File: config.mk
export PLATFORM = sky130hd
export DESIGN_NAME = rename_top
export DESIGN_NICKNAME = d
export VERILOG_FILES = /design/src/common/rename_pkg.sv /design/src/rename/rename_dispatch.sv /design/src/rename/map_table.sv /design/src/rename/free_list.sv /design/src/rob/rob.sv /design/src/hdl/rename_top.sv
export VERILOG_INCLUDE_DIRS = /design/src /design/src/common
export SDC_FILE = /design/constraint.sdc
export NUM_CORES = 1
export LEC_CHECK = 0
export BUFFER_PORTS_ARGS = -buffer_cell sky130_fd_sc_hd__buf_2
export CAP_MARGIN = 20
export CORE_MARGIN = 1
export CORE_UTILIZATION = 60
export DETAILED_ROUTE_END_ITERATION = 7
export PLACE_DENSITY = 0.79
export SLEW_MARGIN = 20
export SYNTH_ARGS = -nofsm -noshare
export SYNTH_HDL_FRONTEND = slang
export SYNTH_HIERARCHICAL = 1
export SYNTH_SLANG_ARGS = --single-unit
export TNS_END_PERCENT = 1
File: constraint.sdc
create_clock -name clock -period 6.75 [get_ports clock]
set_input_delay 1.35 -clock clock [delete_from_list [all_inputs] [get_ports clock]]
set_output_delay 1.35 -clock clock [all_outputs]
set_load 0.02 [all_outputs]
File: src/common/rename_consts.svh
////////////////////////////////////////////////////////////////////////////
// Size constants for the rename and retire core.
// ROB depth and free-list depth must be powers of two. The pointers wrap
// naturally at the top of their range.
// Free-list depth is the physical count minus the architectural count.
////////////////////////////////////////////////////////////////////////////

`ifndef RENAME_CONSTS_SVH
`define RENAME_CONSTS_SVH

// Architectural register file size
`define RENAME_ARCH_REGS  32

// Physical register pool, tag 0 stays bound to x0
`define RENAME_PHYS_REGS  64

// Reorder buffer entries
`define RENAME_ROB_DEPTH  16

// Tags not bound to any architectural register at reset
`define RENAME_FREE_DEPTH 32

`endif

File: src/common/rename_pkg.sv
////////////////////////////////////////////////////////////////////////////
// Shared tag and index types for the rename core.
// Widths follow from the size constants. A phys_reg_t of 0 also means
// "no tag allocated" on every rename and commit port.
////////////////////////////////////////////////////////////////////////////

`default_nettype none

`include "rename_consts.svh"

package rename_pkg;

    // Architectural register number, x0 .. x31
    typedef logic [$clog2(`RENAME_ARCH_REGS)-1:0] arch_reg_t;

    // Physical register tag
    typedef logic [$clog2(`RENAME_PHYS_REGS)-1:0] phys_reg_t;

    // ROB slot index
    typedef logic [$clog2(`RENAME_ROB_DEPTH)-1:0] rob_idx_t;

    // ROB occupancy, one bit wider to hold the full count
    typedef logic [$clog2(`RENAME_ROB_DEPTH+1)-1:0] rob_count_t;

    // Free-list read and write pointers
    typedef logic [$clog2(`RENAME_FREE_DEPTH)-1:0] free_ptr_t;

    // Free-list occupancy, 0 .. 32
    typedef logic [$clog2(`RENAME_FREE_DEPTH+1)-1:0] free_count_t;

endpackage

`default_nettype wire

File: src/rename/rename_dispatch.sv
////////////////////////////////////////////////////////////////////////////
// Dispatch handshake and allocation decision, one instruction per cycle.
// Ready depends only on ROB and free-list occupancy, never on payload.
// Writes to x0 never allocate.
////////////////////////////////////////////////////////////////////////////

`default_nettype none

module rename_dispatch (
    input  wire                   disp_valid_i,
    input  wire                   disp_rd_wen_i,
    input  rename_pkg::arch_reg_t disp_rd_arch_i,
    input  wire                   free_empty_i,
    input  wire                   rob_full_i,
    input  rename_pkg::phys_reg_t free_head_i,
    output logic                  disp_ready_o,
    output logic                  alloc_o,
    output logic                  map_write_o,
    output logic                  rob_write_o,
    output rename_pkg::phys_reg_t disp_new_phys_o
);

    // Instruction wants a fresh physical register
    logic wants_reg;
    // Handshake completes at this edge
    logic fire;

    always_comb begin
        wants_reg = disp_rd_wen_i && (disp_rd_arch_i != '0);

        // Both a ROB slot and a free tag are needed even for non-allocating
        // instructions, keeping ready payload independent
        disp_ready_o = !rob_full_i && !free_empty_i;
        fire         = disp_valid_i && disp_ready_o;

        // Strobes
        rob_write_o = fire;
        alloc_o     = fire && wants_reg;
        map_write_o = fire && wants_reg;

        // Tag 0 marks "nothing allocated" downstream
        disp_new_phys_o = wants_reg ? free_head_i : '0;
    end

endmodule

`default_nettype wire

File: src/rename/map_table.sv
////////////////////////////////////////////////////////////////////////////
// Speculative architectural-to-physical map plus physical ready bits.
// Lookups see state from before the current edge; no writeback bypass.
// x0 stays mapped to tag 0, which is always ready.
////////////////////////////////////////////////////////////////////////////

`default_nettype none

`include "rename_consts.svh"

module map_table (
    input  wire                   clock,
    input  wire                   reset,
    input  rename_pkg::arch_reg_t rs1_arch_i,
    input  rename_pkg::arch_reg_t rs2_arch_i,
    input  rename_pkg::arch_reg_t dest_arch_i,
    input  wire                   map_write_i,
    input  rename_pkg::phys_reg_t new_phys_i,
    input  wire                   wb_valid_i,
    input  rename_pkg::phys_reg_t wb_phys_i,
    output rename_pkg::phys_reg_t rs1_phys_o,
    output rename_pkg::phys_reg_t rs2_phys_o,
    output logic                  rs1_ready_o,
    output logic                  rs2_ready_o,
    output rename_pkg::phys_reg_t old_phys_o
);

    // Current mapping per architectural register
    rename_pkg::phys_reg_t map_q [`RENAME_ARCH_REGS];
    // One ready bit per physical tag
    logic [`RENAME_PHYS_REGS-1:0] ready_q;

    ////////////////////////////////////////////////////////////////////////
    // Lookups
    always_comb begin
        rs1_phys_o  = map_q[rs1_arch_i];
        rs2_phys_o  = map_q[rs2_arch_i];
        rs1_ready_o = ready_q[rs1_phys_o];
        rs2_ready_o = ready_q[rs2_phys_o];

        // Previous mapping only when a tag is being handed out
        old_phys_o = (new_phys_i != '0) ? map_q[dest_arch_i] : '0;
    end

    ////////////////////////////////////////////////////////////////////////
    // Map and ready updates
    always_ff @(posedge clock) begin
        if (reset) begin
            // Identity mapping, everything committed and ready
            for (int i = 0; i < `RENAME_ARCH_REGS; i++) begin
                map_q[i] <= rename_pkg::phys_reg_t'(i);
            end
            ready_q <= '1;
        end else begin
            // Completed result
            if (wb_valid_i && (wb_phys_i != '0)) begin
                ready_q[wb_phys_i] <= 1'b1;
            end

            // New destination starts pending
            if (map_write_i) begin
                map_q[dest_arch_i]  <= new_phys_i;
                ready_q[new_phys_i] <= 1'b0;
            end
        end
    end

endmodule

`default_nettype wire

File: src/rename/free_list.sv
////////////////////////////////////////////////////////////////////////////
// Circular FIFO of unallocated physical tags, 32 deep.
// Allocation and release may happen at the same edge.
// A release with tag 0 carries nothing and is dropped.
////////////////////////////////////////////////////////////////////////////

`default_nettype none

`include "rename_consts.svh"

module free_list (
    input  wire                   clock,
    input  wire                   reset,
    input  wire                   alloc_i,
    input  wire                   release_i,
    input  rename_pkg::phys_reg_t release_phys_i,
    output rename_pkg::phys_reg_t head_phys_o,
    output logic                  empty_o
);

    rename_pkg::phys_reg_t   fifo_q [`RENAME_FREE_DEPTH];
    rename_pkg::free_ptr_t   rd_ptr_q;
    rename_pkg::free_ptr_t   wr_ptr_q;
    rename_pkg::free_count_t count_q;

    // Effective push and pop this cycle
    logic push;
    logic pop;

    always_comb begin
        head_phys_o = fifo_q[rd_ptr_q];
        empty_o     = (count_q == '0);
        pop         = alloc_i && !empty_o;
        push        = release_i && (release_phys_i != '0);
    end

    always_ff @(posedge clock) begin
        if (reset) begin
            // Tags above the architectural range start out free
            for (int i = 0; i < `RENAME_FREE_DEPTH; i++) begin
                fifo_q[i] <= rename_pkg::phys_reg_t'(`RENAME_ARCH_REGS + i);
            end
            rd_ptr_q <= '0;
            wr_ptr_q <= '0;
            count_q  <= rename_pkg::free_count_t'(`RENAME_FREE_DEPTH);
        end else begin
            if (push) begin
                fifo_q[wr_ptr_q] <= release_phys_i;
                wr_ptr_q         <= wr_ptr_q + 1'b1;
            end
            if (pop) begin
                rd_ptr_q <= rd_ptr_q + 1'b1;
            end
            // Count moves only when one side acts alone
            if (push && !pop) begin
                count_q <= count_q + 1'b1;
            end else if (pop && !push) begin
                count_q <= count_q - 1'b1;
            end
        end
    end

endmodule

`default_nettype wire

File: src/rob/rob.sv
////////////////////////////////////////////////////////////////////////////
// Circular reorder buffer, 16 entries, retiring one entry per cycle.
// Head retires as soon as it is done, with no back-pressure from outside.
// Writeback must target an occupied entry. Dispatch must not write when full.
////////////////////////////////////////////////////////////////////////////

`default_nettype none

`include "rename_consts.svh"

module rob (
    input  wire                   clock,
    input  wire                   reset,

    // Dispatch side
    input  wire                   rob_write_i,
    input  wire                   rd_wen_i,
    input  rename_pkg::arch_reg_t rd_arch_i,
    input  rename_pkg::phys_reg_t new_phys_i,
    input  rename_pkg::phys_reg_t old_phys_i,

    // Writeback side
    input  wire                   wb_valid_i,
    input  rename_pkg::rob_idx_t  wb_rob_idx_i,

    output logic                  full_o,
    output rename_pkg::rob_idx_t  tail_idx_o,

    // Commit side
    output logic                  commit_valid_o,
    output logic                  commit_rd_wen_o,
    output rename_pkg::arch_reg_t commit_rd_arch_o,
    output rename_pkg::phys_reg_t commit_new_phys_o,
    output rename_pkg::phys_reg_t commit_old_phys_o
);

    ////////////////////////////////////////////////////////////////////////
    // Entry storage
    rename_pkg::arch_reg_t rd_arch_q  [`RENAME_ROB_DEPTH];
    rename_pkg::phys_reg_t new_phys_q [`RENAME_ROB_DEPTH];
    rename_pkg::phys_reg_t old_phys_q [`RENAME_ROB_DEPTH];
    logic [`RENAME_ROB_DEPTH-1:0] rd_wen_q;
    logic [`RENAME_ROB_DEPTH-1:0] done_q;

    // Pointers and occupancy
    rename_pkg::rob_idx_t   head_q;
    rename_pkg::rob_idx_t   tail_q;
    rename_pkg::rob_count_t count_q;

    always_comb begin
        full_o     = (count_q == rename_pkg::rob_count_t'(`RENAME_ROB_DEPTH));
        tail_idx_o = tail_q;

        // Oldest entry leaves once its result is in
        commit_valid_o    = (count_q != '0) && done_q[head_q];
        commit_rd_wen_o   = commit_valid_o && rd_wen_q[head_q];
        commit_rd_arch_o  = rd_arch_q[head_q];
        commit_new_phys_o = new_phys_q[head_q];
        commit_old_phys_o = old_phys_q[head_q];
    end

    ////////////////////////////////////////////////////////////////////////
    // Payload, written at the tail
    always_ff @(posedge clock) begin
        if (rob_write_i) begin
            rd_arch_q[tail_q]  <= rd_arch_i;
            new_phys_q[tail_q] <= new_phys_i;
            old_phys_q[tail_q] <= old_phys_i;
        end
    end

    ////////////////////////////////////////////////////////////////////////
    // Control state
    always_ff @(posedge clock) begin
        if (reset) begin
            rd_wen_q <= '0;
            done_q   <= '0;
            head_q   <= '0;
            tail_q   <= '0;
            count_q  <= '0;
        end else begin
            // Result arrived, entry may retire next cycle
            if (wb_valid_i) begin
                done_q[wb_rob_idx_i] <= 1'b1;
            end

            // New entry starts not done
            if (rob_write_i) begin
                rd_wen_q[tail_q] <= rd_wen_i;
                done_q[tail_q]   <= 1'b0;
                tail_q           <= tail_q + 1'b1;
            end

            if (commit_valid_o) begin
                head_q <= head_q + 1'b1;
            end

            // Occupancy
            if (rob_write_i && !commit_valid_o) begin
                count_q <= count_q + 1'b1;
            end else if (commit_valid_o && !rob_write_i) begin
                count_q <= count_q - 1'b1;
            end
        end
    end

endmodule

`default_nettype wire

File: src/hdl/rename_top.sv
////////////////////////////////////////////////////////////////////////////
// Single-wide register rename and in-order retire core.
// The writeback source must only name dispatched, uncommitted ROB entries,
// with the entry's own new tag or 0. No flush or recovery path exists.
////////////////////////////////////////////////////////////////////////////

`default_nettype none

module rename_top (
    input  wire                  clock,
    input  wire                  reset,

    // Dispatch
    input  wire                  disp_valid_i,
    input  wire                  disp_rd_wen_i,
    input  rename_pkg::arch_reg_t disp_rd_arch_i,
    input  rename_pkg::arch_reg_t disp_rs1_arch_i,
    input  rename_pkg::arch_reg_t disp_rs2_arch_i,
    output logic                 disp_ready_o,
    output rename_pkg::phys_reg_t disp_rs1_phys_o,
    output logic                 disp_rs1_ready_o,
    output rename_pkg::phys_reg_t disp_rs2_phys_o,
    output logic                 disp_rs2_ready_o,
    output rename_pkg::phys_reg_t disp_new_phys_o,
    output rename_pkg::phys_reg_t disp_old_phys_o,
    output rename_pkg::rob_idx_t disp_rob_idx_o,

    // Writeback
    input  wire                  wb_valid_i,
    input  rename_pkg::rob_idx_t wb_rob_idx_i,
    input  rename_pkg::phys_reg_t wb_phys_i,

    // Commit
    output logic                 commit_valid_o,
    output logic                 commit_rd_wen_o,
    output rename_pkg::arch_reg_t commit_rd_arch_o,
    output rename_pkg::phys_reg_t commit_new_phys_o,
    output rename_pkg::phys_reg_t commit_old_phys_o
);

    // Occupancy flags back to dispatch
    logic                  rob_full;
    logic                  free_empty;
    rename_pkg::phys_reg_t free_head;

    // Write strobes from dispatch
    logic alloc;
    logic map_write;
    logic rob_write;

    ////////////////////////////////////////////////////////////////////////
    // Dispatch control
    rename_dispatch u_dispatch (
        .disp_valid_i    (disp_valid_i),
        .disp_rd_wen_i   (disp_rd_wen_i),
        .disp_rd_arch_i  (disp_rd_arch_i),
        .free_empty_i    (free_empty),
        .rob_full_i      (rob_full),
        .free_head_i     (free_head),
        .disp_ready_o    (disp_ready_o),
        .alloc_o         (alloc),
        .map_write_o     (map_write),
        .rob_write_o     (rob_write),
        .disp_new_phys_o (disp_new_phys_o)
    );

    ////////////////////////////////////////////////////////////////////////
    // Speculative map and ready table
    // New tag arrives already zeroed for non-allocating instructions
    map_table u_map_table (
        .clock       (clock),
        .reset       (reset),
        .rs1_arch_i  (disp_rs1_arch_i),
        .rs2_arch_i  (disp_rs2_arch_i),
        .dest_arch_i (disp_rd_arch_i),
        .map_write_i (map_write),
        .new_phys_i  (disp_new_phys_o),
        .wb_valid_i  (wb_valid_i),
        .wb_phys_i   (wb_phys_i),
        .rs1_phys_o  (disp_rs1_phys_o),
        .rs2_phys_o  (disp_rs2_phys_o),
        .rs1_ready_o (disp_rs1_ready_o),
        .rs2_ready_o (disp_rs2_ready_o),
        .old_phys_o  (disp_old_phys_o)
    );

    ////////////////////////////////////////////////////////////////////////
    // Free list, refilled by commit
    free_list u_free_list (
        .clock          (clock),
        .reset          (reset),
        .alloc_i        (alloc),
        .release_i      (commit_valid_o),
        .release_phys_i (commit_old_phys_o),
        .head_phys_o    (free_head),
        .empty_o        (free_empty)
    );

    ////////////////////////////////////////////////////////////////////////
    // Reorder buffer
    // map_write equals the allocate decision whenever rob_write is high
    rob u_rob (
        .clock             (clock),
        .reset             (reset),
        .rob_write_i       (rob_write),
        .rd_wen_i          (map_write),
        .rd_arch_i         (disp_rd_arch_i),
        .new_phys_i        (disp_new_phys_o),
        .old_phys_i        (disp_old_phys_o),
        .wb_valid_i        (wb_valid_i),
        .wb_rob_idx_i      (wb_rob_idx_i),
        .full_o            (rob_full),
        .tail_idx_o        (disp_rob_idx_o),
        .commit_valid_o    (commit_valid_o),
        .commit_rd_wen_o   (commit_rd_wen_o),
        .commit_rd_arch_o  (commit_rd_arch_o),
        .commit_new_phys_o (commit_new_phys_o),
        .commit_old_phys_o (commit_old_phys_o)
    );

endmodule

`default_nettype wire

== After elaboration in Yosys (flattened, before gate mapping) ==
Memory sizes are Yosys's and may differ from the RTL's. A register that Yosys moved wholly into a read port is not among the register bits.
Cells that the tools add are included.
W data, S select, Z words.
Word-level totals
  bits in registers: 125
  latch bits: 0
  RAM bits: 656
  bits in read-only memories: 0
  logic and storage cells: 126
  memories: 5
Operators by class
  $add $sub $neg: 8
  multiply operators: 0
  divide/modulo/power cells: 0
  magnitude comparators: 11
  equal/unequal tests: 1
  shifts and indexed selects: 0
  muxes and demuxes: 53
  bitwise operators: 6
  reductions and logical operators: 33
Memory list
  u_free_list.fifo_q: words 32, width 6, rd ports 1, clocked after memory_dff 1, wr ports 32, line free_list.sv:21  | rename_pkg::phys_reg_t fifo_q [`RENAME_FREE_DEPTH];
  u_map_table.map_q: words 32, width 6, rd ports 3, clocked after memory_dff 0, wr ports 32, line map_table.sv:29  | rename_pkg::phys_reg_t map_q [`RENAME_ARCH_REGS];
  u_rob.new_phys_q: words 16, width 6, rd ports 1, clocked after memory_dff 1, wr ports 1, line rob.sv:40  | rename_pkg::phys_reg_t new_phys_q [`RENAME_ROB_DEPTH];
  u_rob.old_phys_q: words 16, width 6, rd ports 1, clocked after memory_dff 1, wr ports 1, line rob.sv:41  | rename_pkg::phys_reg_t old_phys_q [`RENAME_ROB_DEPTH];
  u_rob.rd_arch_q: words 16, width 5, rd ports 1, clocked after memory_dff 1, wr ports 1, line rob.sv:39  | rename_pkg::arch_reg_t rd_arch_q [`RENAME_ROB_DEPTH];
Operators by type and width (number)
  $mux W64: 3
  $and A64 B64 Y64: 1
  $not A64 Y64: 1
  $or A64 B64 Y64: 1
  $mux W16: 3
  $mux W6: 6
  $mux W5: 6
  $lt A6 B7 Y1 const B: 4
  $mux W4: 6
  $mux W1: 20
  $reduce_bool A6 Y1: 3
  $logic_and A1 B1 Y1: 17
  $and A16 B16 Y16: 1
  $bwmux W16: 1
  $not A16 Y16: 1
  $or A16 B16 Y16: 1
  $add A5 B1 Y5 const B: 3
  $lt A4 B5 Y1 const B: 3
  $bmux W1 S6: 2
  $demux W1 S6: 2
  $ge A6 B1 Y1 const B: 2
  $reduce_or A6 Y1: 2
  $reduce_bool A5 Y1: 2
  $add A4 B1 Y4 const B: 2
  other kinds (10): 19

== Depth between registers and ports, before layout ==
  depth in word-level cells: 10
  mapped depth: 16

== Modules after synthesis ==
The synthesis kept the hierarchy.
By module, submodules not included
  map_table: instances 1, cells each 1392, area each 16360.7 µm², seq. area each 7046.8 µm²
  rob: instances 1, cells each 621, area each 12568.3 µm², seq. area each 9148.8 µm²
  free_list: instances 1, cells each 802, area each 10192.3 µm², seq. area each 6185.9 µm²
  rename_dispatch: instances 1, cells each 19, area each 111.4 µm², seq. area each 0.0 µm²

== Worst setup path after synthesis ==
OpenSTA, ideal clock, no wires.
  kind: input to output
  from: input port disp_rs1_arch_i[1]
  to: output port disp_rs1_ready_o
  arrival time: 4.097 ns
  data required time: 5.400 ns
  slack: 1.303 ns
  cell stages on the path: 10
  path buffers: 4
  cell sequence: buf_2 > buf_4 > buf_2 > clkbuf_1 > mux4_2 > mux4_2 > mux2_2 > a41oi_1 > a21oi_1 > mux2i_1
On the way
  word-level cells in the longest chain between the ends: 3
RTL lines
  start, declared: line rename_top.sv:17  | input rename_pkg::arch_reg_t disp_rs1_arch_i,
  $mem_v2 Z32 W6
  net disp_rs1_phys_o[5]: line rename_top.sv:20  | output rename_pkg::phys_reg_t disp_rs1_phys_o,
  $bmux W1 S6: line map_table.sv:38  | rs1_ready_o = ready_q[rs1_phys_o];
  $mux W1 (not written as such): line map_table.sv:38
  end, declared: line rename_top.sv:21  | output logic disp_rs1_ready_o,
The timed path passes the listed nets, and every way through them passes these cells. The select of a mux whose other input is x is not followed.

==> out/results.tsv <==
metric	value	unit
CTS sink cnt	790	
share of the synthesized area in the top cell type	50.2	%
Post-CTS Resized	0	
RSZ-0062 raised after global routing	no	
CP max stage cell	dfxtp_2	
placed inst area	40400	um2
die footprint	66400	um2
Netlist cell types	83	
Post-CTS Setup Inserts	0	
Power Density	276	nW/um2
Tcrit/Tclk final	98.0	%
sequential share of the synthesized area	57.0	%
Mapped Avg Cell Area	13.8	um2
most numerous cell in the Yosys netlist	edfxtp_1	
Slew HR	20.0	%
VDD IR max	192	uV
Worst Setup End Kind	primary output	
Synthesized Nets	2886	
largest net degree at the start of global routing	85	
Area contributors post-synth	edfxtp_1, mux4_2, dfxtp_1	
die height	258	um
Clock Skews	0.0469	ns
Final Hold Viols	0	
via count	26800	
Worst path max stage delay	0.83	ns
# rows	93	
vias per cell	7.16	
Port Buffers	79	
starting density of the core	60.7	%
crit-path cells	buf_4 -> mux4_2 -> a221oi_1 -> nand3_1 -> nand2_1 -> a21oi_4 -> or3_1 -> nor2_1 -> a31oi_2 -> buf_2	
worst-margin pin slew	1.19	ns
layout cells sized above 1	22.2	%
Critical Path Fanout Max	23	
routed len/inst	29.4	um
IO Pins	80	
cell count after synthesis	2834	
Area Growth Syn to Fin	9.52	%
Post-synth EDFFs	656	
worst path arrival time	5.27	ns
Req. time, crit path	5.40	ns
Final Cell Area	43000	um2
max-cap viol count	0	
DR iter-0 viols	3668	
final setup TNS	0	ns
DRC viols	0	
element type at the critical path start	flip-flop	
Post-Syn Area	39200	um2
share of flip-flops with an asynchronous set or reset	0	%
hold slack final	0.499	ns
Synth Warn #	6	
Worst-path clk slew	0.06	ns
initial antenna violation count	5	
Commonest cells post-synth	edfxtp_1, mux4_2, nor2_1	
vias in the first global route	26000	
worst hold stages	2	
# hold bufs at CTS	0	
die width	258	um
CORE AREA	64600	um2
final instance count without filler cells	3747	
R2R cell count	12	
clk_lat worst skew	0.66	ns
setup violators final	0	
Min-Delay Path Class	flip-flop to flip-flop	
setup slack, reg-to-reg	1.22	ns
r2r endpoint	u_free_list/count_q[5]$_SDFFE_PP1P_	
number of synthesized register bits	790	
post-placement cell count	3594	
min setup slack post-route	0.132	ns
first-pass GRT wire length	165000	um
Crit Path Category	flip-flop to primary output	
CTS Buffer Depth	3	
Hold EP	u_rob/rd_wen_q[2]$_SDFFE_PP0P_	
CTS tree	done	
CTS Root Cell	clkbuf_16	
Max Fclk	151	MHz
Nets	2875	
pre-CTS setup slack	0.562	ns
number of buffers created by CTS	80	
antenna-violating nets left	0	
fin. max-slew vios	0	
DP HPWL	69700	um
gpl congestion	0.999	
Leak	13.8	nW
drt total wl	110000	um
Final min period	6.62	ns
beginning of the worst hold path	u_rob/rd_wen_q[2]$_SDFFE_PP0P_	
area leader, netlist	edfxtp_1	
GRT overflow	0	
Post-synth top flop	edfxtp_1	
outcome	finished clean	
H-Tree Depth	3	
DRT Pass-1 Iters	5	
Total GRT Usage	33.2	%
==> final cells by class <==
cell class                      instances  area (um2)
Sequential cell                       790       22400
Fill cell                            4345       21600
Multi-Input combinational cell       1764       15700
Clock buffer                          103        2120
Timing Repair Buffer                  158        1090
Tap cell                              855        1070
Clock inverter                         47         452
Inverter                               29         109
Antenna cell                            1        2.50
==> worst max-delay path by stage <==
stage	endpoint	slack, ns	depth (start not counted)
6_report	disp_old_phys_o[5]	0.13	10
5_1_grt	disp_old_phys_o[5]	0.003	10
4_1_cts	disp_old_phys_o[5]	0.24	10
3_5_place_dp	disp_rs2_ready_o	0.56	12
3_3_place_gp	disp_rs2_ready_o	0.58	12
2_1_floorplan	disp_rs1_ready_o	1.30	10
==> worst max-delay path: cells and delay by family (launching register included) <==
family                 cells  cell delay (ns)
muxes                      1             0.56
and+or+nand+nor            4             1.66
buffers and inverters      2             0.62
DFF                        1             0.83
AOI/OAI and AO/OA          3             0.90
==> cell usage in the layout (no fill, tap or decap), types with 8 or more instances in the layout <==
master,synthesis,layout
clkbuf_1,168,20
inv_1,26,25
ha_1,20,20
xor2_1,10,10
a2bb2oi_1,16,16
nor3_1,54,54
o21bai_1,63,63
dfxtp_1,134,130
edfxtp_1,656,656
mux2i_1,123,123
clkinv_2,0,17
or3b_2,8,8
clkinv_1,2,10
a221oi_1,14,14
nor2_1,201,201
a22o_1,14,14
buf_4,12,72
a211oi_1,20,20
a31oi_1,14,13
mux4_2,263,263
or2_2,44,44
nor2b_1,19,19
a22oi_1,31,31
clkbuf_16,0,80
mux2_2,13,13
a21oi_1,103,96
nand2_1,85,85
o21ai_0,79,78
buf_2,32,77
or3_1,176,176
nand3_1,60,60
nand3b_1,8,8
nand2b_1,12,12
and3_1,10,10
o22ai_1,13,13
and2_1,185,185
==> stage by stage <==
step | total power, mW | utilization, %
after floorplan | 6.88 | -
after global placement | 7.47 | 62.5
after detailed placement | 7.55 | 62.5
after CTS | 11.9 | 66.5
after global routing | 12.2 | 66.5
final | 11.9 | 66.5
==> kinds of logic after synthesis <==
group                    count (synthesis)  share of synthesized area, %
AND/OR/NAND/NOR                        910                          12.6
flip-flops                             790                          57.0
AO/OA/AOI/OAI                          410                          7.03
multiplexers                           409                          19.1
buffers and inverters                  280                          3.13
adder cells (fa/ha/maj)                 22                         0.740
XOR/XNOR                                13                         0.290
==> where the power goes <==
part / internal [mW] / switching (mW)
logic: 0.612 / 1.27
registers: 5.50 / 0.114
clock network: 2.42 / 1.95
==> metal layers <==
layer  part of all wire (%)  up-vias  GRT usage [%]  wire length, um
li1                       -    11000              -                -
met1                     36    13400           44.5            40000
met2                     47     2063           52.7            52100
met3                     11      402           6.48            12300
met4                    5.1        6           15.6             5670
met5                  0.035        -              0               39
==> flip-flops by register name (all words and copies together), names as in the netlist, named ones only <==
signal / cells
u_free_list/count_q: 6
u_free_list/fifo_q: 192
u_free_list/rd_ptr_q: 5
u_free_list/wr_ptr_q: 5
u_map_table/map_q: 192
u_map_table/ready_q: 64
u_rob/count_q: 5
u_rob/done_q: 16
u_rob/head_q: 4
u_rob/new_phys_q: 96
u_rob/old_phys_q: 96
u_rob/rd_arch_q: 80
u_rob/rd_wen_q: 16
u_rob/tail_idx_o: 4
No activity file was read; power rests on OpenSTA's default activity.
